`src/busMasterPkg.sv`:
```
`default_nettype none

package busMasterPkg;

    //////////////////////////////////////////////////////////////////////
    // frame layout
    //////////////////////////////////////////////////////////////////////

    // must match the top-level DATA_WIDTH
    localparam int DATA_WIDTH = 8;

    localparam logic [2:0] START_PATTERN = 3'b111;   // opens request and control

    localparam int SLAVE_ID_W = 3;

    // request word is start pattern then slave id
    localparam int REQ_LEN = $bits(START_PATTERN) + SLAVE_ID_W;

    // control frame adds the rw bit
    localparam int CONTROL_LEN = REQ_LEN + 1;

    //////////////////////////////////////////////////////////////////////
    // stage handoff
    //////////////////////////////////////////////////////////////////////

    // one transaction request
    typedef struct packed {
        logic                  go;       // single-cycle strobe
        logic                  rw;       // 1 read, 0 write
        logic [DATA_WIDTH-1:0] wrByte;   // payload for writes
    } busCmd_t;

    // end of a transaction
    typedef struct packed {
        logic                  done;     // single-cycle strobe
        logic [DATA_WIDTH-1:0] rdByte;   // valid after a read
    } xferResult_t;

endpackage

`default_nettype wire
```
`src/busMaster.sv`:
```
`default_nettype none

module busMaster #(
    parameter int DATA_WIDTH  = 8,
    parameter logic [busMasterPkg::SLAVE_ID_W-1:0] SLAVE_ID = 3'b100,
    parameter int HOLD_CYCLES = 5
) (
    input  wire logic                   clk,
    input  wire logic                   rstN,

    //////////////////////////////////////////////////////////////////////
    // host side
    input  wire logic                   start,     // loop begins with a write
    input  wire logic                   eoc,
    output logic                        doneCom,
    output logic [DATA_WIDTH-1:0]       dataOut,

    //////////////////////////////////////////////////////////////////////
    // slave side
    input  wire logic                   rD,
    input  wire logic                   ready,
    output logic                        control,
    output logic                        wrD,
    output logic                        valid,

    //////////////////////////////////////////////////////////////////////
    // arbiter side
    input  wire logic                   arbCont,
    output logic                        arbSend
);
    import busMasterPkg::*;

    busCmd_t     cmdReq;
    busCmd_t     cmdGranted;    // same command once the bus is owned
    xferResult_t shiftResult;
    xferResult_t xferDone;

    transferSequencer #(
        .DATA_WIDTH  (DATA_WIDTH),
        .HOLD_CYCLES (HOLD_CYCLES)
    ) sequencer (
        .clk      (clk),
        .rstN     (rstN),
        .start    (start),
        .eoc      (eoc),
        .xferDone (xferDone),
        .cmdReq   (cmdReq),
        .dataOut  (dataOut),
        .doneCom  (doneCom)
    );

    arbiterLink #(
        .SLAVE_ID (SLAVE_ID)
    ) link (
        .clk         (clk),
        .rstN        (rstN),
        .cmdReq      (cmdReq),
        .shiftResult (shiftResult),
        .arbCont     (arbCont),
        .arbSend     (arbSend),
        .cmdGranted  (cmdGranted),
        .xferDone    (xferDone)
    );

    frameShifter #(
        .DATA_WIDTH (DATA_WIDTH),
        .SLAVE_ID   (SLAVE_ID)
    ) shifter (
        .clk         (clk),
        .rstN        (rstN),
        .cmdGranted  (cmdGranted),
        .rD          (rD),
        .ready       (ready),
        .control     (control),
        .wrD         (wrD),
        .valid       (valid),
        .shiftResult (shiftResult)
    );

endmodule

`default_nettype wire

```
`src/frameShifter.sv`:
```
`default_nettype none

module frameShifter #(
    parameter int DATA_WIDTH = 8,
    parameter logic [busMasterPkg::SLAVE_ID_W-1:0] SLAVE_ID = 3'b100
) (
    input  wire logic                   clk,
    input  wire logic                   rstN,
    input  wire busMasterPkg::busCmd_t  cmdGranted,
    input  wire logic                   rD,
    input  wire logic                   ready,
    output logic                        control,
    output logic                        wrD,
    output logic                        valid,
    output busMasterPkg::xferResult_t   shiftResult
);
    import busMasterPkg::*;

    typedef enum logic [2:0] {
        fIdle,
        fFrame,
        fRead,
        fWrite,
        fWriteEnd
    } shiftState_t;

    localparam int MAX_LEN = (DATA_WIDTH > CONTROL_LEN) ? DATA_WIDTH : CONTROL_LEN;
    localparam int CNT_W   = $clog2(MAX_LEN);

    shiftState_t            state;
    logic [CNT_W-1:0]       bitCnt;
    logic [CONTROL_LEN-1:0] frameWord;
    logic [CONTROL_LEN-1:0] frameShift;
    logic [DATA_WIDTH-1:0]  dataShift;   // write payload or read assembly
    logic                   isRead;

    assign frameWord = {START_PATTERN, SLAVE_ID, cmdGranted.rw};

    always_ff @(posedge clk or negedge rstN) begin
        if (!rstN) begin
            state       <= fIdle;
            bitCnt      <= '0;
            frameShift  <= '0;
            dataShift   <= '0;
            isRead      <= 1'b0;
            control     <= 1'b0;
            wrD         <= 1'b0;
            valid       <= 1'b0;
            shiftResult <= '0;
        end else begin
            shiftResult.done <= 1'b0;
            case (state)
                fIdle: begin
                    if (cmdGranted.go) begin
                        control    <= frameWord[CONTROL_LEN-1];   // first frame bit
                        frameShift <= frameWord << 1;
                        dataShift  <= cmdGranted.wrByte;
                        isRead     <= cmdGranted.rw;
                        bitCnt     <= CNT_W'(1);
                        state      <= fFrame;
                    end
                end

                //////////////////////////////////////////////////////////////////
                // control frame
                //////////////////////////////////////////////////////////////////
                fFrame: begin
                    control    <= frameShift[CONTROL_LEN-1];
                    frameShift <= frameShift << 1;
                    bitCnt     <= bitCnt + 1'b1;
                    if (bitCnt == CNT_W'(CONTROL_LEN - 1)) begin
                        bitCnt <= '0;
                        state  <= isRead ? fRead : fWrite;
                    end
                end

                //////////////////////////////////////////////////////////////////
                // data byte
                //////////////////////////////////////////////////////////////////
                fRead: begin
                    control <= 1'b0;
                    if (ready) begin   // slave may stall
                        dataShift <= {dataShift[DATA_WIDTH-2:0], rD};
                        bitCnt    <= bitCnt + 1'b1;
                        if (bitCnt == CNT_W'(DATA_WIDTH - 1)) begin
                            shiftResult <= '{done: 1'b1,
                                             rdByte: {dataShift[DATA_WIDTH-2:0], rD}};
                            state       <= fIdle;
                        end
                    end
                end
                fWrite: begin
                    control   <= 1'b0;
                    valid     <= 1'b1;
                    wrD       <= dataShift[DATA_WIDTH-1];   // msb first
                    dataShift <= dataShift << 1;
                    bitCnt    <= bitCnt + 1'b1;
                    if (bitCnt == CNT_W'(DATA_WIDTH - 1)) begin
                        state <= fWriteEnd;
                    end
                end
                fWriteEnd: begin
                    valid            <= 1'b0;
                    wrD              <= 1'b0;
                    shiftResult.done <= 1'b1;
                    state            <= fIdle;
                end
                default: state <= fIdle;
            endcase
        end
    end

    // data and control never share a cycle
    noWriteDuringFrame: assert property (
        @(posedge clk) disable iff (!rstN) (state == fFrame) |-> !valid
    );

endmodule

`default_nettype wire

```
`src/arbiterLink.sv`:
```
`default_nettype none

module arbiterLink #(
    parameter logic [busMasterPkg::SLAVE_ID_W-1:0] SLAVE_ID = 3'b100
) (
    input  wire logic                       clk,
    input  wire logic                       rstN,
    input  wire busMasterPkg::busCmd_t      cmdReq,
    input  wire busMasterPkg::xferResult_t  shiftResult,
    input  wire logic                       arbCont,
    output logic                            arbSend,
    output busMasterPkg::busCmd_t           cmdGranted,
    output busMasterPkg::xferResult_t       xferDone
);
    import busMasterPkg::*;

    typedef enum logic [2:0] {
        lIdle,
        lWaitFree,
        lRequest,
        lWaitGrant,
        lAck,
        lOwned,
        lRelease
    } linkState_t;

    localparam int STEP_W = $clog2(REQ_LEN + 1);

    linkState_t         state;
    logic [STEP_W-1:0]  stepCnt;
    logic [REQ_LEN-1:0] reqShift;
    logic [1:0]         grantSync;   // two-stage arbCont sampler
    busCmd_t            heldCmd;     // kept until the bus is ours

    always_ff @(posedge clk or negedge rstN) begin
        if (!rstN) begin
            state      <= lIdle;
            stepCnt    <= '0;
            reqShift   <= '0;
            grantSync  <= '0;
            heldCmd    <= '0;
            arbSend    <= 1'b0;
            cmdGranted <= '0;
            xferDone   <= '0;
        end else begin
            grantSync     <= {grantSync[0], arbCont};
            cmdGranted.go <= 1'b0;
            xferDone.done <= 1'b0;
            case (state)
                lIdle: begin
                    if (cmdReq.go) begin
                        heldCmd <= cmdReq;
                        state   <= lWaitFree;
                    end
                end
                lWaitFree: begin
                    arbSend <= 1'b0;
                    if (!arbCont) begin   // bus free
                        reqShift <= {START_PATTERN, SLAVE_ID};
                        stepCnt  <= '0;
                        state    <= lRequest;
                    end
                end

                //////////////////////////////////////////////////////////////////
                // request and grant
                //////////////////////////////////////////////////////////////////
                lRequest: begin
                    arbSend  <= reqShift[REQ_LEN-1];   // msb first
                    reqShift <= reqShift << 1;
                    stepCnt  <= stepCnt + 1'b1;
                    if (stepCnt == STEP_W'(REQ_LEN - 1)) begin
                        state <= lWaitGrant;
                    end
                end
                lWaitGrant: begin
                    arbSend <= 1'b0;
                    if (grantSync == 2'b11) begin
                        stepCnt <= '0;
                        state   <= lAck;
                    end
                end
                lAck: begin
                    // ack 1, 0, 1 then hold high while owned
                    arbSend <= (stepCnt != STEP_W'(1));
                    stepCnt <= stepCnt + 1'b1;
                    if (stepCnt == STEP_W'(3)) begin
                        cmdGranted <= '{go: 1'b1, rw: heldCmd.rw, wrByte: heldCmd.wrByte};
                        state      <= lOwned;
                    end
                end

                //////////////////////////////////////////////////////////////////
                // ownership and release
                //////////////////////////////////////////////////////////////////
                lOwned: begin
                    arbSend <= 1'b1;
                    if (shiftResult.done) begin
                        xferDone.rdByte <= shiftResult.rdByte;
                        arbSend         <= 1'b0;   // release starts low
                        stepCnt         <= '0;
                        state           <= lRelease;
                    end
                end
                lRelease: begin
                    arbSend <= (stepCnt != STEP_W'(2));   // 1, 1, then back to 0
                    stepCnt <= stepCnt + 1'b1;
                    if (stepCnt == STEP_W'(2)) begin
                        xferDone.done <= 1'b1;
                        state         <= lIdle;
                    end
                end
                default: state <= lIdle;
            endcase
        end
    end

    // sequencer waits for xferDone before the next command
    goOnlyWhenIdle: assert property (
        @(posedge clk) disable iff (!rstN) cmdReq.go |-> (state == lIdle)
    );

endmodule

`default_nettype wire

```
`src/transferSequencer.sv`:
```
`default_nettype none

module transferSequencer #(
    parameter int DATA_WIDTH  = 8,
    parameter int HOLD_CYCLES = 5
) (
    input  wire logic                       clk,
    input  wire logic                       rstN,
    input  wire logic                       start,
    input  wire logic                       eoc,
    input  wire busMasterPkg::xferResult_t  xferDone,
    output busMasterPkg::busCmd_t           cmdReq,
    output logic [DATA_WIDTH-1:0]           dataOut,
    output logic                            doneCom
);

    typedef enum logic [2:0] {
        sIdle,
        sWaitRead,
        sHold,
        sWaitWrite,
        sFinished
    } seqState_t;

    localparam int HOLD_W = $clog2(HOLD_CYCLES + 1);

    seqState_t             state;
    logic [DATA_WIDTH-1:0] workByte;   // next byte to write
    logic [HOLD_W-1:0]     holdCnt;

    always_ff @(posedge clk or negedge rstN) begin
        if (!rstN) begin
            state    <= sIdle;
            cmdReq   <= '0;
            workByte <= '0;
            holdCnt  <= '0;
            dataOut  <= '0;
            doneCom  <= 1'b0;
        end else begin
            cmdReq.go <= 1'b0;   // strobe
            case (state)
                sIdle: begin
                    if (eoc) begin
                        state <= sFinished;
                    end else if (start) begin
                        cmdReq <= '{go: 1'b1, rw: 1'b0, wrByte: workByte};
                        state  <= sWaitWrite;
                    end else begin
                        cmdReq <= '{go: 1'b1, rw: 1'b1, wrByte: workByte};
                        state  <= sWaitRead;
                    end
                end
                sWaitRead: begin
                    if (xferDone.done) begin
                        dataOut  <= xferDone.rdByte;
                        workByte <= xferDone.rdByte + 1'b1;   // wraps at 2^DATA_WIDTH
                        holdCnt  <= '0;
                        state    <= sHold;
                    end
                end
                sHold: begin
                    // byte stays on dataOut for HOLD_CYCLES
                    if (holdCnt == HOLD_W'(HOLD_CYCLES - 1)) begin
                        if (eoc) begin
                            state <= sFinished;
                        end else begin
                            cmdReq <= '{go: 1'b1, rw: 1'b0, wrByte: workByte};
                            state  <= sWaitWrite;
                        end
                    end else begin
                        holdCnt <= holdCnt + 1'b1;
                    end
                end
                sWaitWrite: begin
                    if (xferDone.done) begin
                        if (eoc) begin
                            state <= sFinished;
                        end else begin
                            cmdReq <= '{go: 1'b1, rw: 1'b1, wrByte: workByte};
                            state  <= sWaitRead;
                        end
                    end
                end
                sFinished: doneCom <= 1'b1;   // no more requests
                default:   state <= sIdle;
            endcase
        end
    end

    // end of communication is final until reset
    doneComSticky: assert property (
        @(posedge clk) disable iff (!rstN) doneCom |=> doneCom
    );

endmodule

`default_nettype wire

```
`config.mk`:
```
export PLATFORM = sky130hd
export DESIGN_NAME = busMaster
export DESIGN_NICKNAME = d
export VERILOG_FILES = /design/src/busMasterPkg.sv /design/src/busMaster.sv /design/src/frameShifter.sv /design/src/arbiterLink.sv /design/src/transferSequencer.sv
export SDC_FILE = /design/constraint.sdc
export NUM_CORES = 1
export LEC_CHECK = 0
export ABC_AREA = 1
export BUFFER_PORTS_ARGS = -buffer_cell sky130_fd_sc_hd__buf_2
export CAP_MARGIN = 5
export CORE_ASPECT_RATIO = 1.75
export CORE_UTILIZATION = 60
export CTS_BUF_LIST = sky130_fd_sc_hd__clkbuf_4 sky130_fd_sc_hd__clkbuf_8
export CTS_CLUSTER_DIAMETER = 50
export DETAILED_ROUTE_END_ITERATION = 6
export PLACE_DENSITY = 0.78
export SLEW_MARGIN = 30
export SYNTH_ARGS = -nofsm -noshare
export SYNTH_HDL_FRONTEND = slang
export SYNTH_HIERARCHICAL = 1
export SYNTH_SLANG_ARGS = --single-unit
```
`constraint.sdc`:
```
create_clock -name clk -period 1.95 [get_ports clk]
set_input_delay 0.39 -clock clk [delete_from_list [all_inputs] [get_ports clk]]
set_output_delay 0.39 -clock clk [all_outputs]
set_load 0.01 [all_outputs]
```
==> results of run 1 <==
==> worst register-to-register path: stages, from the launching register on <==
cell and delay (ns):
dfrtp_1 0.58, nor2_8 0.21, nand3_1 0.34, inv_1 0.29, nand2_1 0.09, nand2_1 0.06
==> cells by family (layout without fill, tap and decap cells) <==
group | count (synthesis) | in the layout | synth area share
multiplexers | 13 | 13 | 0.0307
buffers and inverters | 75 | 106 | 0.0694
adder cells (fa/ha/maj) | 10 | 10 | 0.0250
XOR/XNOR | 3 | 3 | 0.00524
AO/OA/AOI/OAI | 63 | 63 | 0.0684
AND/OR/NAND/NOR | 294 | 294 | 0.267
flip-flops | 107 | 107 | 0.534
==> metal layers <==
layer,global-route usage,up-vias,routed length [µm]
li1,-,1849,-
met1,0.283,1762,3950
met2,0.453,53,5290
met3,0.0350,10,191
met4,0.100,0,140
met5,0,-,0
==> area by class of cell <==
class / count / area, µm² / area share
Timing Repair Buffer: 28 / 193 / 0.0354
Inverter: 62 / 235 / 0.0432
Sequential cell: 107 / 2680 / 0.492
Clock inverter: 7 / 116 / 0.0214
Multi-Input combinational cell: 383 / 1990 / 0.365
Clock buffer: 9 / 124 / 0.0228
Tap cell: 90 / 113 / 0.0207
==> per-stage QoR <==
step | instance area (µm²) | util | hold WS [ns] | total power, mW
2_1_floorplan | 5010 | - | 0.0944 | 4.96
3_3_place_gp | 5190 | 0.648 | 0.357 | 5.36
3_5_place_dp | 5190 | 0.648 | 0.359 | 5.46
4_1_cts | 5440 | 0.679 | 0.139 | 7.05
5_1_grt | 5440 | 0.679 | 0.143 | 7.50
6_report | 5440 | 0.679 | 0.157 | 7.00
==> cell usage in the layout, fill, tap and decap left out, drive strengths merged <==
master	n
or2	1
dlygate4sd3	1
xor2	2
clkinvlp	1
a21o	1
bufinv	3
nand3	46
nand2	186
nor2	47
clkinv	3
o21bai	4
o21a	2
xnor2	1
and2	1
o21ai	42
dfrtp	107
inv	62
clkbuf	9
nand4	5
nor3	5
mux2	13
buf	27
a21oi	13
nand3b	3
ha	10
a22oi	1
==> how the worst max path moves through the flow <==
stage | startpoint | endpoint | slack (ns)
final | link/state[0]$_DFFE_PN0P_ | link/cmdGranted[8]$_DFFE_PN0P_ | 0.32
after global routing | link/state[0]$_DFFE_PN0P_ | link/cmdGranted[4]$_DFFE_PN0P_ | 0.15
after floorplan | shifter/bitCnt[0]$_DFFE_PN0P_ | shifter/shiftResult[0]$_DFFE_PN0P_ | 0.59
after global placement | link/stepCnt[0]$_DFFE_PN0P_ | link/cmdGranted[8]$_DFFE_PN0P_ | 0.40
after CTS | link/state[0]$_DFFE_PN0P_ | link/cmdGranted[8]$_DFFE_PN0P_ | 0.33
after detailed placement | link/stepCnt[0]$_DFFE_PN0P_ | link/cmdGranted[8]$_DFFE_PN0P_ | 0.34
==> sequential cells by signal, summed over array words and instances (netlist names), 4 cells and up <==
name / count
shifter/dataShift: 8
link/cmdGranted: 10
sequencer/cmdReq: 10
shifter/shiftResult: 9
link/heldCmd: 9
sequencer/workByte: 8
sequencer/dataOut: 8
link/xferDone: 9
shifter/frameShift: 6
link/reqShift: 4
==> power by group through the flow <==
stage / registers, mW / clock network (mW) / logic, mW
floorplan: 2.92 / 0 / 2.05
global placement: 3.07 / 0 / 2.30
detailed placement: 3.08 / 0 / 2.38
CTS: 3.04 / 1.61 / 2.40
global route: 3.10 / 1.69 / 2.72
finish: 3.05 / 1.57 / 2.38
==> results.md, run 1 <==
- First-pass GRT wire length: 16.4 mm
- Bufs and invs on worst path: 1
- Top area cells in the synthesized netlist: dfrtp_1, nand2_1, inv_1
- Final period util: 0.834
- Final Hold Violating Endpoints: 0
- Setup TNS: 0 ns
- Routability Congestion: 0.898
- Seq cells post-synth: 107
- Post-Synthesis Cell Area: 5010 µm²
- VDD IR-drop max: 0.000780 V
- Rel. slew slack: 0.642
- Register-to-Register Path Depth: 5
- Actual slew at the worst max-slew pin: 0.537 ns
- I/O Buffers: 19
- CP delay by family, top: simple AND/OR/NAND/NOR gates
- DP HPWL: 7.10 mm
- CP Depth: 5
- Die height: 123 µm
- Synth top area share: 0.534
- Worst-path clk slew: 0.09 ns
- Critical Path AT: 1.94 ns
- Root Driver: clkbuf_8
- Min Tclk post-route: 1.63 ns
- Worst hold stages: 1
- R2R Path Start: link/state[0]$_DFFE_PN0P_
- Drt pass-1 iters: 6
- Die X: 71.1 µm
- Core Area: 8020 µm²
- Layout cells sized above 1: 0.149
- Crit Path Category: reg -> reg
- Area delta synth->final: 8.64%
- Initial DRC count: 236
- Count leader, synth: nand2_1
- Reg power frac: 0.435
- Non-filler cells, final: 686
- Avg Synthesized Cell Area: 8.87 µm²
- Largest net degree at the start of global routing: 37
- Finish-stage setup viols: 0
- Max Cap Viol: 0
- Synth cell count leaders: nand2_1, dfrtp_1, inv_1
- DIE AREA: 8740 µm²
- Sw frac: 0.383
- CP required: 2.26 ns
- Nets: 608
- Synth area leader: dfrtp_1
- Remaining global-route overflow: 0
- CP dominant cell by count: nand2_1
- Synth Warn #: 6
- Initial Utilization: 0.625
- Clock Latency Late Sink: 0.37 ns
- Final Max Tran Viols: 0
- Total CTS buffers: 9
- Switching Power: 2.68 mW
- CP endpoint kind: flop
- Number of library cell types mapped by synthesis: 37
- Hold Path Class: in -> reg
- Post-route ant nets: 0
- CTS tree: built
- Drt wl/cell: 13.9 µm
- Via count: 3674
- Drc violations: 0
- Max frequency: 0.615 GHz
- Critical Path Max Stage Delay: 0.58 ns
- Layout Skew: 0.00725 ns
- Setup Fix Bufs, Post-CTS: 0
- P_leak: 2.92 nW
- Synth Instances: 565
- Slack of the worst reg-to-reg path: 0.32 ns
- Clock Power Share: 0.225
- Cell Chain, Critical Path: nor2_8 -> nand3_1 -> inv_1 -> nand2_1 -> nand2_1
- Via density: 5.36
- Crit-path slowest cell: dfrtp_1
- Outcome: finished, final reports clean
- Dpl cells: 669
- Setup WS post-layout: 0.323 ns
- Antenna cells: 0
- Worst hold endpoint: link/grantSync[0]$_DFF_PN0_
- HP Start: arbCont
- Number of enable flip-flop cells after synthesis: 0
- Vias in the first global route: 3646
- H-tree Lvls: 3
- Pint: 4.32 mW
- Maximum fanout along the worst path: 14
- RSZ-0062 raised after global routing: false
- GRT Total Usage: 0.245
- Ys flop type: dfrtp_1
- PostCTS Resize Cnt: 0
- Worst slack, placed: 0.345 ns
- R2r endpoint: link/cmdGranted[8]$_DFFE_PN0P_
- Clk buf depth: 2
- Initial antenna violation count: 0
- IO Count: 20
- Syn_nets: 582
- Hold-fix buffer count after cts: 1
- Ys async rst share: 1.00
- Sequential fraction of the synthesis area: 0.534
- Setup crit start kind: flop
- Combinational group share of total power: 0.340
- Routed wire length: 9.57 mm
- PwrDens: 1290 nW/µm²
- Rows: 43
- Filler cell count: 651
- Num Clock Sinks: 107
(Power assumes the default switching activity.)
==> run 2: changes to the inputs <==
- clock period: 1.95 -> 1.5 ns (I/O delays scaled with it)
==> results.md, run 2 (synthesis gave the netlist of run 1 again) <==
- Clock Latency Late Sink: 0.37 ns (about the same)
- Dpl cells: 675 (+0.90%)
- Worst-path clk slew: 0.10 ns (about the same)
- Via count: 3778 (+2.8%)
- Final Hold Violating Endpoints: 0 (unchanged)
- Core Area: 8020 µm² (unchanged)
- Drc violations: 0 (unchanged)
- P_leak: 2.95 nW (+0.89%)
- I/O Buffers: 19 (unchanged)
- DIE AREA: 8740 µm² (unchanged)
- H-tree Lvls: 3 (unchanged)
- Drt wl/cell: 13.9 µm (-0.48%)
- Final Power: 9.12 mW (+30%)
- Commonest non-fill, non-tap cell in the layout: nand2_1
- Antenna cells: 0 (unchanged)
- CTS tree: built
- Initial antenna violation count: 0 (unchanged)
- First-pass GRT wire length: 16.5 mm (+0.59%)
- CP dominant cell by count: nand2_1
- GRT Total Usage: 0.246 (+0.000258)
- Die height: 123 µm (unchanged)
- Drt pass-1 iters: 6 (unchanged)
- Cell Chain, Critical Path: ha_2 -> ha_4 -> nand3b_1 -> o21ai_1 -> nor2_2 -> nand2_1 -> nand2_1 -> nand2_1
- DP Area: 5240 µm² (+0.87%)
- Crit-path slowest cell: dfrtp_1
- Num Clock Sinks: 107 (unchanged)
- Root Driver: clkbuf_8
- Layout cells sized above 1: 0.179 (+0.0295)
- Fin area: 5510 µm² (+1.1%)
- Routability Congestion: 0.892 (-0.59%)
- Largest regs: link/cmdGranted x10, sequencer/cmdReq x10
- CP required: 1.77 ns (-0.49 ns)
- Layout Skew: 0.00810 ns (+0.000857 ns)
- Rows: 43 (unchanged)
- Filler cell count: 614 (-5.7%)
- Via density: 5.44 (+1.6%)
- Nets: 616 (+1.3%)
- Clk buf depth: 2 (unchanged)
- Post-route ant nets: 0 (unchanged)
- IO Count: 20 (unchanged)
- Setup crit start kind: flop
- Initial DRC count: 307 (+30%)
- Largest net degree at the start of global routing: 70 (+89%)
- Die X: 71.1 µm (unchanged)
- Remaining global-route overflow: 0 (unchanged)
- DP HPWL: 6.98 mm (-1.8%)
- Actual slew at the worst max-slew pin: 0.371 ns (-0.167 ns)
- RSZ-0062 raised after global routing: true
- Final period util: 0.941 (+0.107)
- VDD IR-drop max: 0.00118 V (+51%)
- Min Tclk post-route: 1.41 ns (-0.215 ns)
- Hold Path Class: in -> reg
- Routed wire length: 9.63 mm (+0.68%)
- Area delta synth->final: 9.89%
- Most frequent cells in the layout: nand2_1, dfrtp_1, inv_1, nand3_1
- PwrDens: 1660 nW/µm² (+29%)
- Initial Utilization: 0.625 (unchanged)
- Final Max Tran Viols: 0 (unchanged)
- Vias in the first global route: 3788 (+3.9%)
- Rel. slew slack: 0.751 (+0.109)
- Maximum fanout along the worst path: 4 (-10)
- Max Cap Viol: 0 (unchanged)
- Max frequency: 0.708 GHz (+15%)
- Non-filler cells, final: 694 (+1.2%)
- Critical Path Max Stage Delay: 0.41 ns (-0.17 ns)
- Outcome: finished, final reports clean
- Finish-stage setup viols: 0 (unchanged)
- CP endpoint kind: flop
- Crit Path Category: reg -> reg
- Critical Path AT: 1.68 ns (-0.26 ns)
- Total CTS buffers: 9 (unchanged)
run 2: changes by cell type in the layout (fill, tap and decap cells not counted), moves of 2 or more:
cell       before  now
buf_4           7   15
nor2_1         36   31
nor2_2          6   10
inv_6           0    3
bufinv_16       3    1
dfrtp_1       107  105
dfrtp_2         0    2
ha_1           10    8
run 2: power breakdown:
group / switching [mW] / internal (mW) / leakage (nW) / total [mW]
Combinational: 2.20 / 1.24 / 1.43 / 3.44
Sequential: 0.461 / 3.45 / 1.42 / 3.91
Clock: 0.990 / 0.784 / 0.100 / 1.77
run 2: layer usage:
metal  GRT usage  share of wire  up-vias
met5           0              0        -
met4       0.121          0.022        0
met3      0.0326          0.020       16
met2       0.452           0.54       53
met1       0.277           0.42     1850
li1            -              -     1859
run 2: final timing paths:
kind                                              from                                to  slack, ns  cells past startpoint
max                        link/stepCnt[0]$_DFFE_PN0P_         link/state[1]$_DFFE_PN0P_       0.09                      8
min                                            arbCont       link/grantSync[0]$_DFF_PN0_       0.06                      1
max reg2reg                link/stepCnt[0]$_DFFE_PN0P_         link/state[1]$_DFFE_PN0P_       0.09                      8
min reg2reg                link/grantSync[0]$_DFF_PN0_       link/grantSync[1]$_DFF_PN0_       0.39                      0
max in group asynchronous                         rstN         link/state[2]$_DFFE_PN0P_       0.69                      3
min in group asynchronous                         rstN  sequencer/dataOut[4]$_DFFE_PN0P_       0.43                      3
run 2: final cells by class:
cell class              instances  area [µm²]  area share
clock buffers                   9         124      0.0225
clock inverters                 7        73.8      0.0134
well taps                      90         113      0.0204
repair buffers                 36         253      0.0459
multi-input cells             383        2030       0.368
inverters                      62         235      0.0427
flip-flops and latches        107        2680       0.487
run 2: critical path: cells and delay by family (launching register included):
family	cells	cell delay, ns
DFF	1	0.41
adders and majority gates	2	0.33
and+or+nand+nor	5	0.49
AOI/OAI and AO/OA	1	0.08
run 2: repair_timing:
action                                 4_1_cts  5_1_grt
buffers inserted                             0        2
setup endpoints to repair                    0       22
hold buffers                                 1        0
gates resized for setup                      0       15
endpoints found under the hold margin      107        0
run 2: through the flow:
stage	hold WS [ns]	worst slack (ns)	setup TNS, ns	util
final	0.0622	0.0879	0	0.687
after global routing	0.0476	-0.0349	-0.0583	0.687
after CTS	0.0390	0.00408	0	0.679
after detailed placement	0.292	0.0336	0	0.654
after global placement	0.287	0.0777	0	0.654
after floorplan	0.00441	0.139	0	-
